[config.mk]
export PLATFORM = sky130hd
export DESIGN_NAME = dnc_gate_unit
export DESIGN_NICKNAME = d
export VERILOG_FILES = /design/src/ntm_math_pkg.sv /design/src/dnc_config_pkg.sv /design/src/logistic_if.sv /design/src/dnc_gate_unit.sv /design/src/dnc_free_gate_vector.sv /design/src/dnc_allocation_gate.sv /design/src/ntm_scalar_logistic_function.sv
export SDC_FILE = /design/constraint.sdc
export NUM_CORES = 1
export LEC_CHECK = 0
export BUFFER_PORTS_ARGS = -buffer_cell sky130_fd_sc_hd__buf_2
export CORE_MARGIN = 4
export CORE_UTILIZATION = 40
export CTS_BUF_LIST = sky130_fd_sc_hd__clkbuf_2 sky130_fd_sc_hd__clkbuf_4 sky130_fd_sc_hd__clkbuf_8
export DETAILED_ROUTE_END_ITERATION = 10
export GPL_ROUTABILITY_DRIVEN = 0
export PLACE_DENSITY = 0.69
export SYNTH_ARGS = -nofsm -noshare
export SYNTH_HDL_FRONTEND = slang
export SYNTH_SLANG_ARGS = --single-unit
export TNS_END_PERCENT = 100
[constraint.sdc]
create_clock -name clk -period 3.98 [get_ports clk]
set_input_delay 0.597 -clock clk [delete_from_list [all_inputs] [get_ports clk]]
set_output_delay 0.597 -clock clk [all_outputs]
set_load 0.01 [all_outputs]
[src/ntm_math_pkg.sv]
/*
 * Fixed-point number format for the gate datapath
 * Logistic segment breakpoints, offsets and slope shifts
 */
`default_nettype none

package ntm_math_pkg;

  ////////////////////
  // Number format
  ////////////////////

  // Signed Q15.16 word
  localparam int DATA_SIZE = 32;
  localparam int FRAC_BITS = 16;

  typedef logic signed [DATA_SIZE-1:0] fixed_t;

  // Common constants
  localparam fixed_t FX_ONE  = fixed_t'(1 << FRAC_BITS);
  localparam fixed_t FX_HALF = fixed_t'(1 << (FRAC_BITS - 1));

  ////////////////////
  // Logistic segments
  ////////////////////

  // Magnitude bounds: 5.0, 2.375, 1.0
  localparam fixed_t LOG_BREAK_SAT = fixed_t'(5 << FRAC_BITS);
  localparam fixed_t LOG_BREAK_HI  = fixed_t'((19 << FRAC_BITS) / 8);
  localparam fixed_t LOG_BREAK_LO  = FX_ONE;

  // Segment offsets: 0.84375, 0.625, 0.5
  localparam fixed_t LOG_OFS_HI  = fixed_t'((27 << FRAC_BITS) / 32);
  localparam fixed_t LOG_OFS_MID = fixed_t'((5 << FRAC_BITS) / 8);
  localparam fixed_t LOG_OFS_LO  = FX_HALF;

  // Slopes 1/32, 1/8, 1/4 as right shifts
  localparam int LOG_SHIFT_HI  = 5;
  localparam int LOG_SHIFT_MID = 3;
  localparam int LOG_SHIFT_LO  = 2;

endpackage

`default_nettype wire
[src/dnc_config_pkg.sv]
/*
 * Memory interface configuration
 * Read-head count, head index and free-gate vector types
 */
`default_nettype none

package dnc_config_pkg;

  import ntm_math_pkg::*;

  ////////////////////
  // Read heads
  ////////////////////

  // Number of read heads, one free gate each
  localparam int R_HEADS = 4;

  // Head counter, covers 0 .. R_HEADS-1
  typedef logic [$clog2(R_HEADS)-1:0] head_idx_t;

  // One fixed-point gate per head, head 0 in the low word
  typedef fixed_t [R_HEADS-1:0] gate_vec_t;

endpackage

`default_nettype wire

[src/logistic_if.sv]
/*
 * Start/ready link between a gate block and its logistic core
 * Client and core modports
 */
`timescale 1ns/10ps
`default_nettype none

interface logistic_if
  import ntm_math_pkg::*;
();

  // One-cycle request pulse, data_in valid with it
  logic   start;
  // One-cycle completion pulse
  logic   ready;
  fixed_t data_in;
  // Valid with ready, stable until the next ready
  fixed_t data_out;

  // Gate side
  modport client (
    output start,
    output data_in,
    input  ready,
    input  data_out
  );

  // Logistic core side
  modport core (
    input  start,
    input  data_in,
    output ready,
    output data_out
  );

endinterface

`default_nettype wire

[src/dnc_gate_unit.sv]
/*
 * Gate stage top level
 * Allocation gate and free-gate vector, independent paths
 */
`timescale 1ns/10ps
`default_nettype none

module dnc_gate_unit
  import ntm_math_pkg::*;
  import dnc_config_pkg::*;
(
  // Global
  input  logic      clk,
  input  logic      rst_n,

  // Allocation gate
  input  logic      ga_start,
  input  fixed_t    ga_in,
  output logic      ga_ready,
  output fixed_t    ga_out,

  // Free gates, one per read head
  input  logic      fg_start,
  input  gate_vec_t fg_in,
  output logic      fg_ready,
  output gate_vec_t fg_out
);

  ////////////////////
  // Allocation gate
  ////////////////////

  // Own core, result after three cycles
  dnc_allocation_gate dnc_allocation_gate_i (
    .clk    (clk),
    .rst_n  (rst_n),
    .start  (ga_start),
    .ready  (ga_ready),
    .ga_in  (ga_in),
    .ga_out (ga_out)
  );

  ////////////////////
  // Free gates
  ////////////////////

  // Own core, heads in sequence
  dnc_free_gate_vector dnc_free_gate_vector_i (
    .clk    (clk),
    .rst_n  (rst_n),
    .start  (fg_start),
    .ready  (fg_ready),
    .fg_in  (fg_in),
    .fg_out (fg_out)
  );

endmodule

`default_nettype wire

[src/dnc_free_gate_vector.sv]
/*
 * Free gates of all read heads as f[k] = sigmoid(fg_in[k])
 * Heads go one after another through a shared logistic core
 * Result vector published at once after the last head
 */
`timescale 1ns/10ps
`default_nettype none

module dnc_free_gate_vector
  import ntm_math_pkg::*;
  import dnc_config_pkg::*;
(
  input  logic      clk,
  input  logic      rst_n,
  input  logic      start,
  output logic      ready,
  input  gate_vec_t fg_in,
  output gate_vec_t fg_out
);

  ////////////////////
  // Signals
  ////////////////////

  logistic_if lg ();

  // Control
  logic      busy;
  logic      issue;
  head_idx_t head;
  logic      last_head;

  // Raw gates captured at start
  gate_vec_t raw_q;
  // Results collected so far
  gate_vec_t res_q;
  gate_vec_t res_next;

  ////////////////////
  // Head sequencing
  ////////////////////

  assign last_head = (head == head_idx_t'(R_HEADS - 1));

  // Head 0 goes one cycle after start and head k one cycle after ready of k-1
  always_ff @(posedge clk or negedge rst_n) begin
    if (!rst_n) begin
      busy  <= 1'b0;
      issue <= 1'b0;
      head  <= '0;
      ready <= 1'b0;
    end else begin
      issue <= 1'b0;
      ready <= 1'b0;
      if (start) begin
        busy  <= 1'b1;
        issue <= 1'b1;
        head  <= '0;
      end else if (lg.ready) begin
        if (last_head) begin
          // All heads done
          busy  <= 1'b0;
          ready <= 1'b1;
        end else begin
          head  <= head + 1'b1;
          issue <= 1'b1;
        end
      end
    end
  end

  // Current head to the core
  assign lg.start   = issue;
  assign lg.data_in = raw_q[head];

  ////////////////////
  // Result collection
  ////////////////////

  // Merge the arriving result into its slot
  always_comb begin
    res_next       = res_q;
    res_next[head] = lg.data_out;
  end

  always_ff @(posedge clk) begin
    if (start) begin
      raw_q <= fg_in;
    end
    if (lg.ready) begin
      res_q <= res_next;
    end
  end

  // Whole vector updates together with ready
  always_ff @(posedge clk or negedge rst_n) begin
    if (!rst_n) begin
      fg_out <= '0;
    end else if (lg.ready && last_head) begin
      fg_out <= res_next;
    end
  end

  // Shared logistic core
  ntm_scalar_logistic_function ntm_scalar_logistic_function_i (
    .clk   (clk),
    .rst_n (rst_n),
    .lg    (lg)
  );

  ////////////////////
  // Checks
  ////////////////////

  // Core answers only inside a run, with the counter on a real head
  a_head_in_range: assert property (
    @(posedge clk) disable iff (!rst_n)
    lg.ready |-> busy && int'(head) < R_HEADS
  );

  a_no_start_busy: assert property (
    @(posedge clk) disable iff (!rst_n)
    start |-> !busy
  );

endmodule

`default_nettype wire

[src/dnc_allocation_gate.sv]
/*
 * Allocation gate, ga = sigmoid(ga_in)
 * Busy tracking and a held result around one logistic core
 */
`timescale 1ns/10ps
`default_nettype none

module dnc_allocation_gate
  import ntm_math_pkg::*;
(
  input  logic   clk,
  input  logic   rst_n,
  input  logic   start,
  output logic   ready,
  input  fixed_t ga_in,
  output fixed_t ga_out
);

  ////////////////////
  // Signals
  ////////////////////

  logistic_if lg ();

  // Evaluation in progress
  logic   busy;
  // Last published gate value
  fixed_t ga_hold;

  ////////////////////
  // Body
  ////////////////////

  // Request goes straight to the core
  assign lg.start   = start;
  assign lg.data_in = ga_in;

  // Busy from start until the core answers
  always_ff @(posedge clk or negedge rst_n) begin
    if (!rst_n) begin
      busy <= 1'b0;
    end else if (start) begin
      busy <= 1'b1;
    end else if (lg.ready) begin
      busy <= 1'b0;
    end
  end

  // Result register, zero until the first evaluation
  always_ff @(posedge clk or negedge rst_n) begin
    if (!rst_n) begin
      ga_hold <= '0;
    end else if (lg.ready) begin
      ga_hold <= lg.data_out;
    end
  end

  // New value shows with ready, held value otherwise
  assign ready  = lg.ready;
  assign ga_out = lg.ready ? lg.data_out : ga_hold;

  // Logistic core
  ntm_scalar_logistic_function ntm_scalar_logistic_function_i (
    .clk   (clk),
    .rst_n (rst_n),
    .lg    (lg)
  );

  ////////////////////
  // Checks
  ////////////////////

  // Back-to-back start allowed only in the cycle of ready
  a_no_start_busy: assert property (
    @(posedge clk) disable iff (!rst_n)
    start |-> (!busy || lg.ready)
  );

endmodule

`default_nettype wire

[src/ntm_scalar_logistic_function.sv]
/*
 * Fixed-point logistic core, shift-and-add segments
 * Three stages for magnitude and sign, segment select and mirror
 * One item in flight, ready three cycles after start
 */
`timescale 1ns/10ps
`default_nettype none

module ntm_scalar_logistic_function
  import ntm_math_pkg::*;
(
  input  logic     clk,
  input  logic     rst_n,
  logistic_if.core lg
);

  ////////////////////
  // Signals
  ////////////////////

  // Stage 1 keeps the magnitude unsigned
  // so the most negative input still reads as a large value
  logic                 s1_valid;
  logic                 s1_neg;
  logic [DATA_SIZE-1:0] s1_mag;

  // Stage 2 result for the magnitude
  logic   s2_valid;
  logic   s2_neg;
  fixed_t s2_val;

  // Stage 3 final result
  logic   s3_valid;
  fixed_t s3_val;

  // Segment value for the stage 1 magnitude
  fixed_t seg_val;

  ////////////////////
  // Valid tracking
  ////////////////////

  always_ff @(posedge clk or negedge rst_n) begin
    if (!rst_n) begin
      s1_valid <= 1'b0;
      s2_valid <= 1'b0;
      s3_valid <= 1'b0;
    end else begin
      s1_valid <= lg.start;
      s2_valid <= s1_valid;
      s3_valid <= s2_valid;
    end
  end

  ////////////////////
  // Datapath
  ////////////////////

  // Piecewise-linear rule on the magnitude
  always_comb begin
    if (s1_mag >= $unsigned(LOG_BREAK_SAT)) begin
      seg_val = FX_ONE;
    end else if (s1_mag >= $unsigned(LOG_BREAK_HI)) begin
      // a/32 + 0.84375
      seg_val = $signed(s1_mag >> LOG_SHIFT_HI) + LOG_OFS_HI;
    end else if (s1_mag >= $unsigned(LOG_BREAK_LO)) begin
      // a/8 + 0.625
      seg_val = $signed(s1_mag >> LOG_SHIFT_MID) + LOG_OFS_MID;
    end else begin
      // a/4 + 0.5
      seg_val = $signed(s1_mag >> LOG_SHIFT_LO) + LOG_OFS_LO;
    end
  end

  // Stages load only with their valid and hold otherwise
  always_ff @(posedge clk) begin
    // Stage 1 takes sign and absolute value
    if (lg.start) begin
      s1_neg <= lg.data_in[DATA_SIZE-1];
      s1_mag <= lg.data_in[DATA_SIZE-1] ? DATA_SIZE'(-lg.data_in) : lg.data_in;
    end
    // Stage 2 selects the segment and does the shift-add
    if (s1_valid) begin
      s2_neg <= s1_neg;
      s2_val <= seg_val;
    end
    // Stage 3 mirrors negatives as 1 - sigmoid(a)
    if (s2_valid) begin
      s3_val <= s2_neg ? FX_ONE - s2_val : s2_val;
    end
  end

  assign lg.ready    = s3_valid;
  assign lg.data_out = s3_val;

  ////////////////////
  // Checks
  ////////////////////

  // Each completion has its request three cycles before and no other since
  a_ready_after_start: assert property (
    @(posedge clk) disable iff (!rst_n)
    $rose(lg.ready) |-> $past(lg.start, 3) && !$past(lg.start, 2) && !$past(lg.start, 1)
  );

endmodule

`default_nettype wire

==> flow_metrics.env, run 1 <==
export IMPL_run_status="complete, no violations"
export IMPL_nNetsFinal=2132
export IMPL_critPathLaunchType="flop"
export IMPL_start_util_pct=40.7
export IMPL_yosys_area_share_xor_xnor_pct=4.42
export IMPL_path_class="reg2reg"
export IMPL_end_kind="flop"
export IMPL_multi_input_combinational_cell_area_mm2=0.00768
export IMPL_io_pin_count=326
export IMPL_drt_iter0_drc=820
export IMPL_compound_cell_area_share_of_the_yosys_netlist_pct=4.81
export IMPL_vias_in_the_first_global_route=15100
export IMPL_detail_route_vias_per_cell=5.10
export IMPL_final_setup_skew_ns=0.0382
export IMPL_dieHeight_um=257
export IMPL_cts_htree_levels=3
export IMPL_register_area_mm2=0.0168
export IMPL_timing_critical_path_cells="buf_4 > mux4_2 > nor4_2 > nand2_1 > o41ai_1 > xnor2_1"
export IMPL_netlist_instances=1516
export IMPL_max_clock_freq_ghz=0.279
export IMPL_cp_top_family="simple AND/OR/NAND/NOR gates"
export IMPL_io_buffers=325
export IMPL_ys_seq_elements=588
export IMPL_crit_cells=6
export IMPL_worst_path_max_fanout=20
export IMPL_crit_path_max_incr_delay_ns=0.75
export IMPL_drc=0
export IMPL_clock_insertion_delay_worst_skew_ns=0.69
export IMPL_synth_top_flop_cell="edfxtp_1"
export IMPL_wire_length_of_the_first_global_routing_pass_um=85300
export IMPL_post_route_period_util_pct=90.0
export IMPL_post_route_cells_drive_above_1_share_pct=40.7
export IMPL_fin_crit_ns=3.58
export IMPL_yosysWarningCount=0
export IMPL_cts_root_to_sink_buffers=3
export IMPL_dieArea_mm2=0.0659
export IMPL_yosysUniqueCellTypes=55
export IMPL_critPathSlowestCell="dfrtp_2"
export IMPL_avgSynthCellArea_um2=16.3
export IMPL_drt_antenna_violating_nets=0
export IMPL_n_fill_cell=5140
export IMPL_worst_slew_margin_rel_pct=22.1
export IMPL_clkSinkCount=588
export IMPL_synth_mux_area_share_pct=16.0
export IMPL_synthDominantCellAreaShare_pct=50.7
export IMPL_r2r_cells=6
export IMPL_async_reset_ff_share_pct=28.9
export IMPL_synth_top_family_by_area="multiplexers"
export IMPL_worstPathBufferInverterCount=1
export IMPL_share_of_synthesized_cell_area_in_full_adder_half_adder_and_majority_cells_pct=1.11
export IMPL_aggregate_routed_wire_length_um=54400
export IMPL_numCtsBuffers=98
export IMPL_ir_drop_mv=0.360
export IMPL_grt_busiest_layer="met2"
export IMPL_finalSetupTns_ns=0
export IMPL_leakage_nw=11.8
export IMPL_grt_start_max_net_pins=84
export IMPL_via_count=14400
export IMPL_dpl_hpwl_um=38100
export IMPL_rows=90
export IMPL_die_width_um=257
export IMPL_groute_layer_met2_usage_pct=27.0
export IMPL_syn_cell_area_mm2=0.0247
export IMPL_layout_cells_most_common_list="edfxtp_1, buf_2, mux2_2, dfrtp_1, clkbuf_8"
export IMPL_final_hold_violating_endpoints=0
export IMPL_worst_hold_stages=1
export IMPL_grt_setup_unrepaired="false"
export IMPL_design_area_mm2=0.0297
export IMPL_max_cap_violations=0
export IMPL_globalRoute_totalOverflow=0
export IMPL_core_area_mm2=0.0608
export IMPL_syn2layout_area_growth_pct=20.1
export IMPL_yosysSeqAreaShare_pct=67.9
export IMPL_clock_tree_from_tritoncts="built"
export IMPL_cp_data_arrival_time_ns=4.01
export IMPL_most_common_cell_after_layout_fill_and_taps_aside="edfxtp_1"
export IMPL_maxSlewViolCount=0
export IMPL_grt_total_usage_pct=16.3
export IMPL_detailed_place_area_mm2=0.0274
export IMPL_grt_util_met3_pct=3.29
export IMPL_number_of_flops_mapped_to_enable_cells_by_yosys=418
export IMPL_post_synth_and_or_nand_nor_area_fraction_pct=4.18
export IMPL_dr_pass1_iters=5
export IMPL_cts_root_buf="clkbuf_8"
export IMPL_setup_violations_final=0
export IMPL_worst_slew_pin_transition_ns=1.16
export IMPL_critical_path_required_ns=4.41
export IMPL_netlist_top_cells_area="edfxtp_1, dfrtp_1, mux2_2"
export IMPL_p_per_area_mw_per_mm2=721
export IMPL_detail_route_wl_per_cell_um=19.3
export IMPL_worst_setup_hold_path_clk_slew_ns=0.06
export IMPL_hold_class="in2reg"
export IMPL_antenna_violations_before_repair=16
export IMPL_synth_largest_area_cell="edfxtp_1"
export IMPL_groute_layer_met1_usage_pct=21.3
## layout make-up
type,count,share of cell area [%]
Antenna cell,7,0.0589
Clock buffer,141,5.81
Clock inverter,38,1.14
Inverter,24,0.303
Multi-Input combinational cell,861,25.8
Sequential cell,588,56.5
Tap cell,782,3.29
Timing Repair Buffer,373,7.02
## worst reg2reg max path: stages, from the launching register on
cell and delay, ns:
dfrtp_2 0.75, buf_4 0.45, mux4_2 0.63, nor4_2 0.55, nand2_1 0.33, o41ai_1 0.52, xnor2_1 0.13
## timing repair
action	CTS	global route
gates resized for setup	0	0
buffers inserted	0	0
endpoints found under the setup margin	0	0
endpoints found under the hold margin	53	0
hold buffers	27	0
## final timing paths
check | start | endpoint | slack, ns
setup / recovery | dnc_free_gate_vector_i.head[0]$_DFFE_PN0P_ | flop | 0.40
hold / removal | fg_in[122] | dnc_free_gate_vector_i.raw_q[122]$_DFFE_PP_ | 0.09
setup reg to reg | dnc_free_gate_vector_i.head[0]$_DFFE_PN0P_ | flop | 0.40
hold reg to reg | flop | flop | 0.42
max in group asynchronous | rst_n | dnc_free_gate_vector_i.fg_out[31]$_DFFE_PN0P_ | 2.44
min in group asynchronous | rst_n | dnc_allocation_gate_i.ga_hold[0]$_DFF_PN0_ | 0.54
## report_power, final
group          internal (mW)  switching [mW]
logic                   2.93            2.92
registers               8.83            1.20
clock network           3.14            2.41
## stage by stage
step	cells	setup slack (ns)	util, %	hold WS [ns]	total power, mW
floorplan	1541	0.481	-	0.301	13.9
finish	2814	0.399	48.9	0.0856	21.4
global route	2814	0.136	48.9	0.0225	22.7
CTS	2807	0.397	48.9	0.000150	21.7
detailed placement	2601	0.366	45.0	0.409	16.1
global placement	2601	0.426	45.0	0.409	15.8
## cells in the mapped netlist (all sizes together) (5+ instances only)
cell / n
edfxtp: 418
mux2: 256
dfrtp: 170
xnor2: 100
nor2: 57
clkbuf: 46
o21ai: 41
mux2i: 36
nand2: 34
mux4: 32
a211oi: 30
o41ai: 27
xor2: 25
inv: 24
buf: 22
ha: 22
nor4: 20
o31ai: 18
nor3: 16
a21oi: 14
nand2b: 11
nand4: 11
or4: 11
or3: 10
a31oi: 8
or2: 8
nand3: 7
a21o: 6
and4: 5
nor2b: 5
## cell families after synthesis
logic type | count (synthesis)
compound gates | 165
flops | 588
mux | 324
simple gates | 199
xor+xnor | 125
buf+inv | 92
other cells | 1
fa+ha+maj | 22
## routing by layer
layer  share of wire [%]  wire (um)
met5               0.024         13
met3                 5.0       2730
met2                  49      26500
met4                 2.9       1550
met1                  43      23600
No activity file was read; power rests on OpenSTA's default activity.
==> run 2: changes to the inputs <==
--- a/config.mk
+++ b/config.mk
@@ -6,12 +6,14 @@
 export NUM_CORES = 1
 export LEC_CHECK = 0
 export BUFFER_PORTS_ARGS = -buffer_cell sky130_fd_sc_hd__buf_2
+export CELL_PAD_IN_SITES_DETAIL_PLACEMENT = 0
+export CELL_PAD_IN_SITES_GLOBAL_PLACEMENT = 1
 export CORE_MARGIN = 4
 export CORE_UTILIZATION = 40
 export CTS_BUF_LIST = sky130_fd_sc_hd__clkbuf_2 sky130_fd_sc_hd__clkbuf_4 sky130_fd_sc_hd__clkbuf_8
 export DETAILED_ROUTE_END_ITERATION = 10
 export GPL_ROUTABILITY_DRIVEN = 0
-export PLACE_DENSITY = 0.69
+export PLACE_DENSITY = 0.78
 export SYNTH_ARGS = -nofsm -noshare
 export SYNTH_HDL_FRONTEND = slang
 export SYNTH_SLANG_ARGS = --single-unit
==> run 2 against run 1 <==
Compared with the run above: clock skew decreased by 0.016 ns; via count decreased by 1.7%; largest cell class unchanged; worst setup slack gained 0.17 ns; first-iteration DRC count increased by 7.9%; combinational power barely moved; non-clock buffer count down 28; total power is 0.49% higher.
==> flow_metrics.env, run 2 (synthesized netlist as in run 1, its figures left out) <==
export IMPL_clock_tree_from_tritoncts="built"
export IMPL_core_area_mm2=0.0608
export IMPL_drc=0
export IMPL_setup_violations_final=0
export IMPL_finalSetupTns_ns=0
export IMPL_path_class="reg2reg"
export IMPL_max_clock_freq_ghz=0.293
export IMPL_most_common_cell_after_layout_fill_and_taps_aside="edfxtp_1"
export IMPL_dpl_hpwl_um=37600
export IMPL_layout_cells_most_common_list="edfxtp_1, buf_2, mux2_2, dfrtp_1, clkbuf_8"
export IMPL_worst_slew_margin_rel_pct=13.8
export IMPL_dp_worst_setup_slack_ns=0.504
export IMPL_maxSlewViolCount=0
export IMPL_aggregate_routed_wire_length_um=52600
export IMPL_io_buffers=325
export IMPL_fin_crit_ns=3.41
export IMPL_dieHeight_um=257
export IMPL_p_per_area_mw_per_mm2=729
export IMPL_final_hold_violating_endpoints=0
export IMPL_detail_route_wl_per_cell_um=18.9
export IMPL_cts_htree_levels=3
export IMPL_design_power_total_mw=21.5
export IMPL_dr_pass1_iters=5
export IMPL_critical_path_required_ns=4.38
export IMPL_via_count=14100
export IMPL_run_status="complete, no violations"
export IMPL_worst_setup_hold_path_clk_slew_ns=0.06
export IMPL_rows=90
export IMPL_post_route_period_util_pct=85.7
export IMPL_vias_in_the_first_global_route=14500
export IMPL_ir_drop_mv=0.344
export IMPL_grt_setup_unrepaired="false"
export IMPL_cts_repair_resize_count=0
export IMPL_grt_start_max_net_pins=81
export IMPL_hold_worst_slack_ns=0.105
export IMPL_worst_slew_pin_transition_ns=1.29
export IMPL_timing_final_ws_setup_ns=0.569
export IMPL_antenna_violations_before_repair=8
export IMPL_dieArea_mm2=0.0659
export IMPL_drt_antenna_violating_nets=0
export IMPL_hold_class="in2reg"
export IMPL_wire_length_of_the_first_global_routing_pass_um=82100
export IMPL_max_cap_violations=0
export IMPL_grt_total_usage_pct=15.6
export IMPL_globalRoute_totalOverflow=0
export IMPL_critPathLaunchType="flop"
export IMPL_detail_route_vias_per_cell=5.07
export IMPL_post_route_cells_drive_above_1_share_pct=41.2
export IMPL_leakage_nw=11.8
export IMPL_cts_hold_buffers_added=1
export IMPL_die_width_um=257
export IMPL_clkSinkCount=588
export IMPL_cts_post_setup_buffers_inserted=0
export IMPL_nNetsFinal=2103
export IMPL_start_util_pct=40.7
export IMPL_worst_path_max_fanout=20
export IMPL_syn2layout_area_growth_pct=19.4
export IMPL_cts_root_to_sink_buffers=3
export IMPL_io_pin_count=326
export IMPL_cts_root_buf="clkbuf_8"
export IMPL_numCtsBuffers=97
export IMPL_final_setup_skew_ns=0.0224
export IMPL_clock_insertion_delay_worst_skew_ns=0.67
export IMPL_drt_iter0_drc=885
export IMPL_end_kind="flop"
export IMPL_cp_data_arrival_time_ns=3.81
run 2: changes by cell type in the layout (fill, tap and decap cells not counted), moves of 2 or more:
cell / previous run / this run
diode_2: 7 / 3
dlygate4sd3_1: 27 / 1
clkbuf_4: 34 / 36
clkbuf_8: 107 / 116
clkinv_2: 14 / 7
clkinv_1: 13 / 10
inv_6: 1 / 3
dfrtp_1: 165 / 167
buf_4: 20 / 17
dfrtp_2: 4 / 2
run 2: final cells by class:
cell class,count,area (um2)
Fill cell,5226,31300
Sequential cell,588,16800
Multi-Input combinational cell,861,7680
Clock buffer,152,1870
Timing Repair Buffer,345,1830
Tap cell,782,978
Clock inverter,28,288
Inverter,24,90.1
Antenna cell,3,7.51
run 2: per-layer routing:
layer	track usage (%)	vias to the layer above	part of all wire, %
met4	5.15	4	2.2
met5	0	-	0.049
met3	3.36	87	5.1
met1	21.8	7050	46
li1	-	6633	-
met2	24.6	337	47
run 2: worst max-delay path: stages, from the launching register on:
cell,delay [ns]
dfrtp_2,0.73
buf_4,0.38
mux4_2,0.61
nor4_2,0.51
nand2_1,0.30
o41ai_1,0.50
xnor2_1,0.11
run 2: path summary, 6_finish.rpt:
kind                                                             from                                       endpoint  slack [ns]  cells past startpoint
setup / recovery           dnc_free_gate_vector_i.head[0]$_DFFE_PN0P_                                           flop        0.57                      6
hold / removal                                              fg_in[57]     dnc_free_gate_vector_i.raw_q[57]$_DFFE_PP_        0.11                      1
setup reg to reg           dnc_free_gate_vector_i.head[0]$_DFFE_PN0P_                                           flop        0.57                      6
hold reg to reg                                                  flop                                           flop        0.43                      0
max in group asynchronous                                       rst_n  dnc_free_gate_vector_i.fg_out[80]$_DFFE_PN0P_        2.47                      3
min in group asynchronous                                       rst_n    dnc_allocation_gate_i.ga_hold[11]$_DFF_PN0_        0.57                      2
run 2: power by group:
group	switching [mW]	internal, mW	total (mW)
clock	2.36	3.32	5.69
sequential	1.18	8.83	10.0
combinational	2.91	2.94	5.84
total	6.45	15.1	21.5
run 2: stage by stage:
step / instances / util, % / area (um2)
floorplan: 1541 / - / 24800
global placement: 2599 / 45.0 / 27400
detailed placement: 2599 / 45.0 / 27400
CTS: 2780 / 48.6 / 29500
global route: 2783 / 48.6 / 29500
finish: 2783 / 48.6 / 29500
==> run 3: changes to the inputs <==
--- a/config.mk
+++ b/config.mk
@@ -6,11 +6,11 @@
 export NUM_CORES = 1
 export LEC_CHECK = 0
 export BUFFER_PORTS_ARGS = -buffer_cell sky130_fd_sc_hd__buf_2
+export CAP_MARGIN = 20
 export CELL_PAD_IN_SITES_DETAIL_PLACEMENT = 0
 export CELL_PAD_IN_SITES_GLOBAL_PLACEMENT = 1
 export CORE_MARGIN = 4
 export CORE_UTILIZATION = 40
-export CTS_BUF_LIST = sky130_fd_sc_hd__clkbuf_2 sky130_fd_sc_hd__clkbuf_4 sky130_fd_sc_hd__clkbuf_8
 export DETAILED_ROUTE_END_ITERATION = 10
 export GPL_ROUTABILITY_DRIVEN = 0
 export PLACE_DENSITY = 0.78
==> run 3 against run 2 <==
Compared with the run above: critical path depth stayed put; final area is 0.40% higher; highest routed layer unchanged; non-clock buffer count is 1 higher; clock power is 8.8% higher.
==> flow_metrics.env, run 3 (synthesized netlist as in run 1, its figures left out) <==
export IMPL_final_hold_violating_endpoints=0
export IMPL_leakage_nw=11.7
export IMPL_worst_slew_margin_rel_pct=34.3
export IMPL_wire_length_of_the_first_global_routing_pass_um=82100
export IMPL_cts_hold_buffers_added=0
export IMPL_post_route_period_util_pct=85.3
export IMPL_critical_path_reg2reg_startpoint="dnc_free_gate_vector_i.head[0]$_DFFE_PN0P_"
export IMPL_max_cap_violations=0
export IMPL_clkSinkCount=588
export IMPL_layout_cells_most_common_list="edfxtp_1, buf_2, mux2_2, dfrtp_1, xnor2_1"
export IMPL_cts_htree_levels=3
export IMPL_dieArea_mm2=0.0659
export IMPL_n_fill_cell=5161
export IMPL_fin_crit_ns=3.39
export IMPL_aggregate_routed_wire_length_um=52600
export IMPL_hold_class="in2async"
export IMPL_setup_violations_final=0
export IMPL_critPathLaunchType="flop"
export IMPL_globalRoute_totalOverflow=0
export IMPL_path_class="reg2reg"
export IMPL_dpl_hpwl_um=37600
export IMPL_vias_in_the_first_global_route=14300
export IMPL_grt_setup_unrepaired="false"
export IMPL_cts_repair_resize_count=0
export IMPL_max_clock_freq_ghz=0.295
export IMPL_p_per_area_mw_per_mm2=744
export IMPL_detail_route_vias_per_cell=5.12
export IMPL_syn2layout_area_growth_pct=19.9
export IMPL_post_route_cells_drive_above_1_share_pct=39.0
export IMPL_cts_root_buf="clkbuf_16"
export IMPL_start_util_pct=40.7
export IMPL_io_buffers=325
export IMPL_antenna_violations_before_repair=8
export IMPL_numCtsBuffers=67
export IMPL_via_count=14000
export IMPL_detailed_place_area_mm2=0.0274
export IMPL_worst_setup_hold_path_clk_slew_ns=0.06
export IMPL_rows=90
export IMPL_worst_slew_pin_transition_ns=0.985
export IMPL_clock_insertion_delay_worst_skew_ns=0.59
export IMPL_drt_antenna_violating_nets=0
export IMPL_drt_iter0_drc=880
export IMPL_critical_path_startpoint="dnc_free_gate_vector_i.head[0]$_DFFE_PN0P_"
export IMPL_maxSlewViolCount=0
export IMPL_dr_pass1_iters=7
export IMPL_clock_tree_from_tritoncts="built"
export IMPL_die_width_um=257
export IMPL_drc=0
export IMPL_dieHeight_um=257
export IMPL_ir_drop_mv=0.384
export IMPL_design_area_mm2=0.0297
export IMPL_final_setup_skew_ns=0.0237
export IMPL_finalSetupTns_ns=0
export IMPL_cts_root_to_sink_buffers=3
export IMPL_grt_start_max_net_pins=81
export IMPL_cts_post_setup_buffers_inserted=0
export IMPL_critical_path_required_ns=4.31
export IMPL_io_pin_count=326
export IMPL_worst_path_max_fanout=20
export IMPL_run_status="complete, no violations"
export IMPL_nNetsFinal=2074
export IMPL_core_area_mm2=0.0608
export IMPL_detail_route_wl_per_cell_um=19.3
export IMPL_register_area_mm2=0.0168
export IMPL_most_common_cell_after_layout_fill_and_taps_aside="edfxtp_1"
export IMPL_cp_data_arrival_time_ns=3.73
export IMPL_grt_total_usage_pct=15.7
export IMPL_end_kind="flop"
export IMPL_multi_input_combinational_cell_area_mm2=0.00768
[run 3: cell types whose count changed in the layout (fill, tap and decap cells not counted), sizes merged]
cell,change
clkinv,+4
clkinvlp,+2
dlygate4sd3,-1
buf,+2
bufinv,+3
inv,-1
diode,+3
clkbuf,-65
[run 3: worst paths after layout]
kind,slack (ns),to,cells past startpoint
max in group asynchronous,2.93,dnc_free_gate_vector_i.fg_out[49]$_DFFE_PN0P_,2
max reg2reg,0.59,flop,6
min in group clk,0.18,dnc_free_gate_vector_i.raw_q[94]$_DFFE_PP_,1
min,0.09,dnc_allocation_gate_i.ga_hold[11]$_DFF_PN0_,1
min reg2reg,0.43,flop,0
max,0.59,flop,6
[run 3: cell type report]
class                      instances  area share [%]
timing repair buffer             346            6.24
inverter                          24           0.304
antenna                            6          0.0506
tap                              782            3.30
clock inverter                    36            1.44
multi-input combinational        861            25.9
clock buffer                      87            6.11
sequential                       588            56.7
[run 3: metal layers]
metal  track usage [%]  share of wire, %  routed length (um)  vias to the layer above
met4              4.88               2.0                1040                        4
met5                 0             0.049                  26                        -
li1                  -                 -                   -                     6564
met3              3.10               4.8                2520                       78
met1              21.9                46               24400                     6982
met2              25.0                47               24600                      352
[run 3: critical path: stages, from the launching register on]
cell and delay [ns]:
dfrtp_2 0.74, buf_4 0.37, mux4_2 0.61, nor4_2 0.51, nand2_1 0.31, o41ai_1 0.49, xnor2_1 0.11
[run 3: per-stage QoR]
step | setup WS [ns] | util, % | instances | total power [mW] | hold WS (ns)
finish | 0.586 | 48.8 | 2730 | 22.1 | 0.0867
global route | 0.324 | 48.8 | 2729 | 23.3 | 0.114
CTS | 0.524 | 48.7 | 2723 | 22.4 | 0.0777
detailed placement | 0.539 | 45.1 | 2600 | 16.1 | 0.415
global placement | 0.590 | 45.0 | 2599 | 15.9 | 0.422
floorplan | 0.481 | - | 1541 | 13.9 | 0.301
[run 3: power by group]
| part | leakage, nW | internal, mW | switching (mW) |
|---|---|---|---|
| registers | 6.37 | 8.83 | 1.17 |
| logic | 4.27 | 2.94 | 2.93 |
| clock network | 1.10 | 3.76 | 2.43 |
| total | 11.7 | 15.5 | 6.53 |
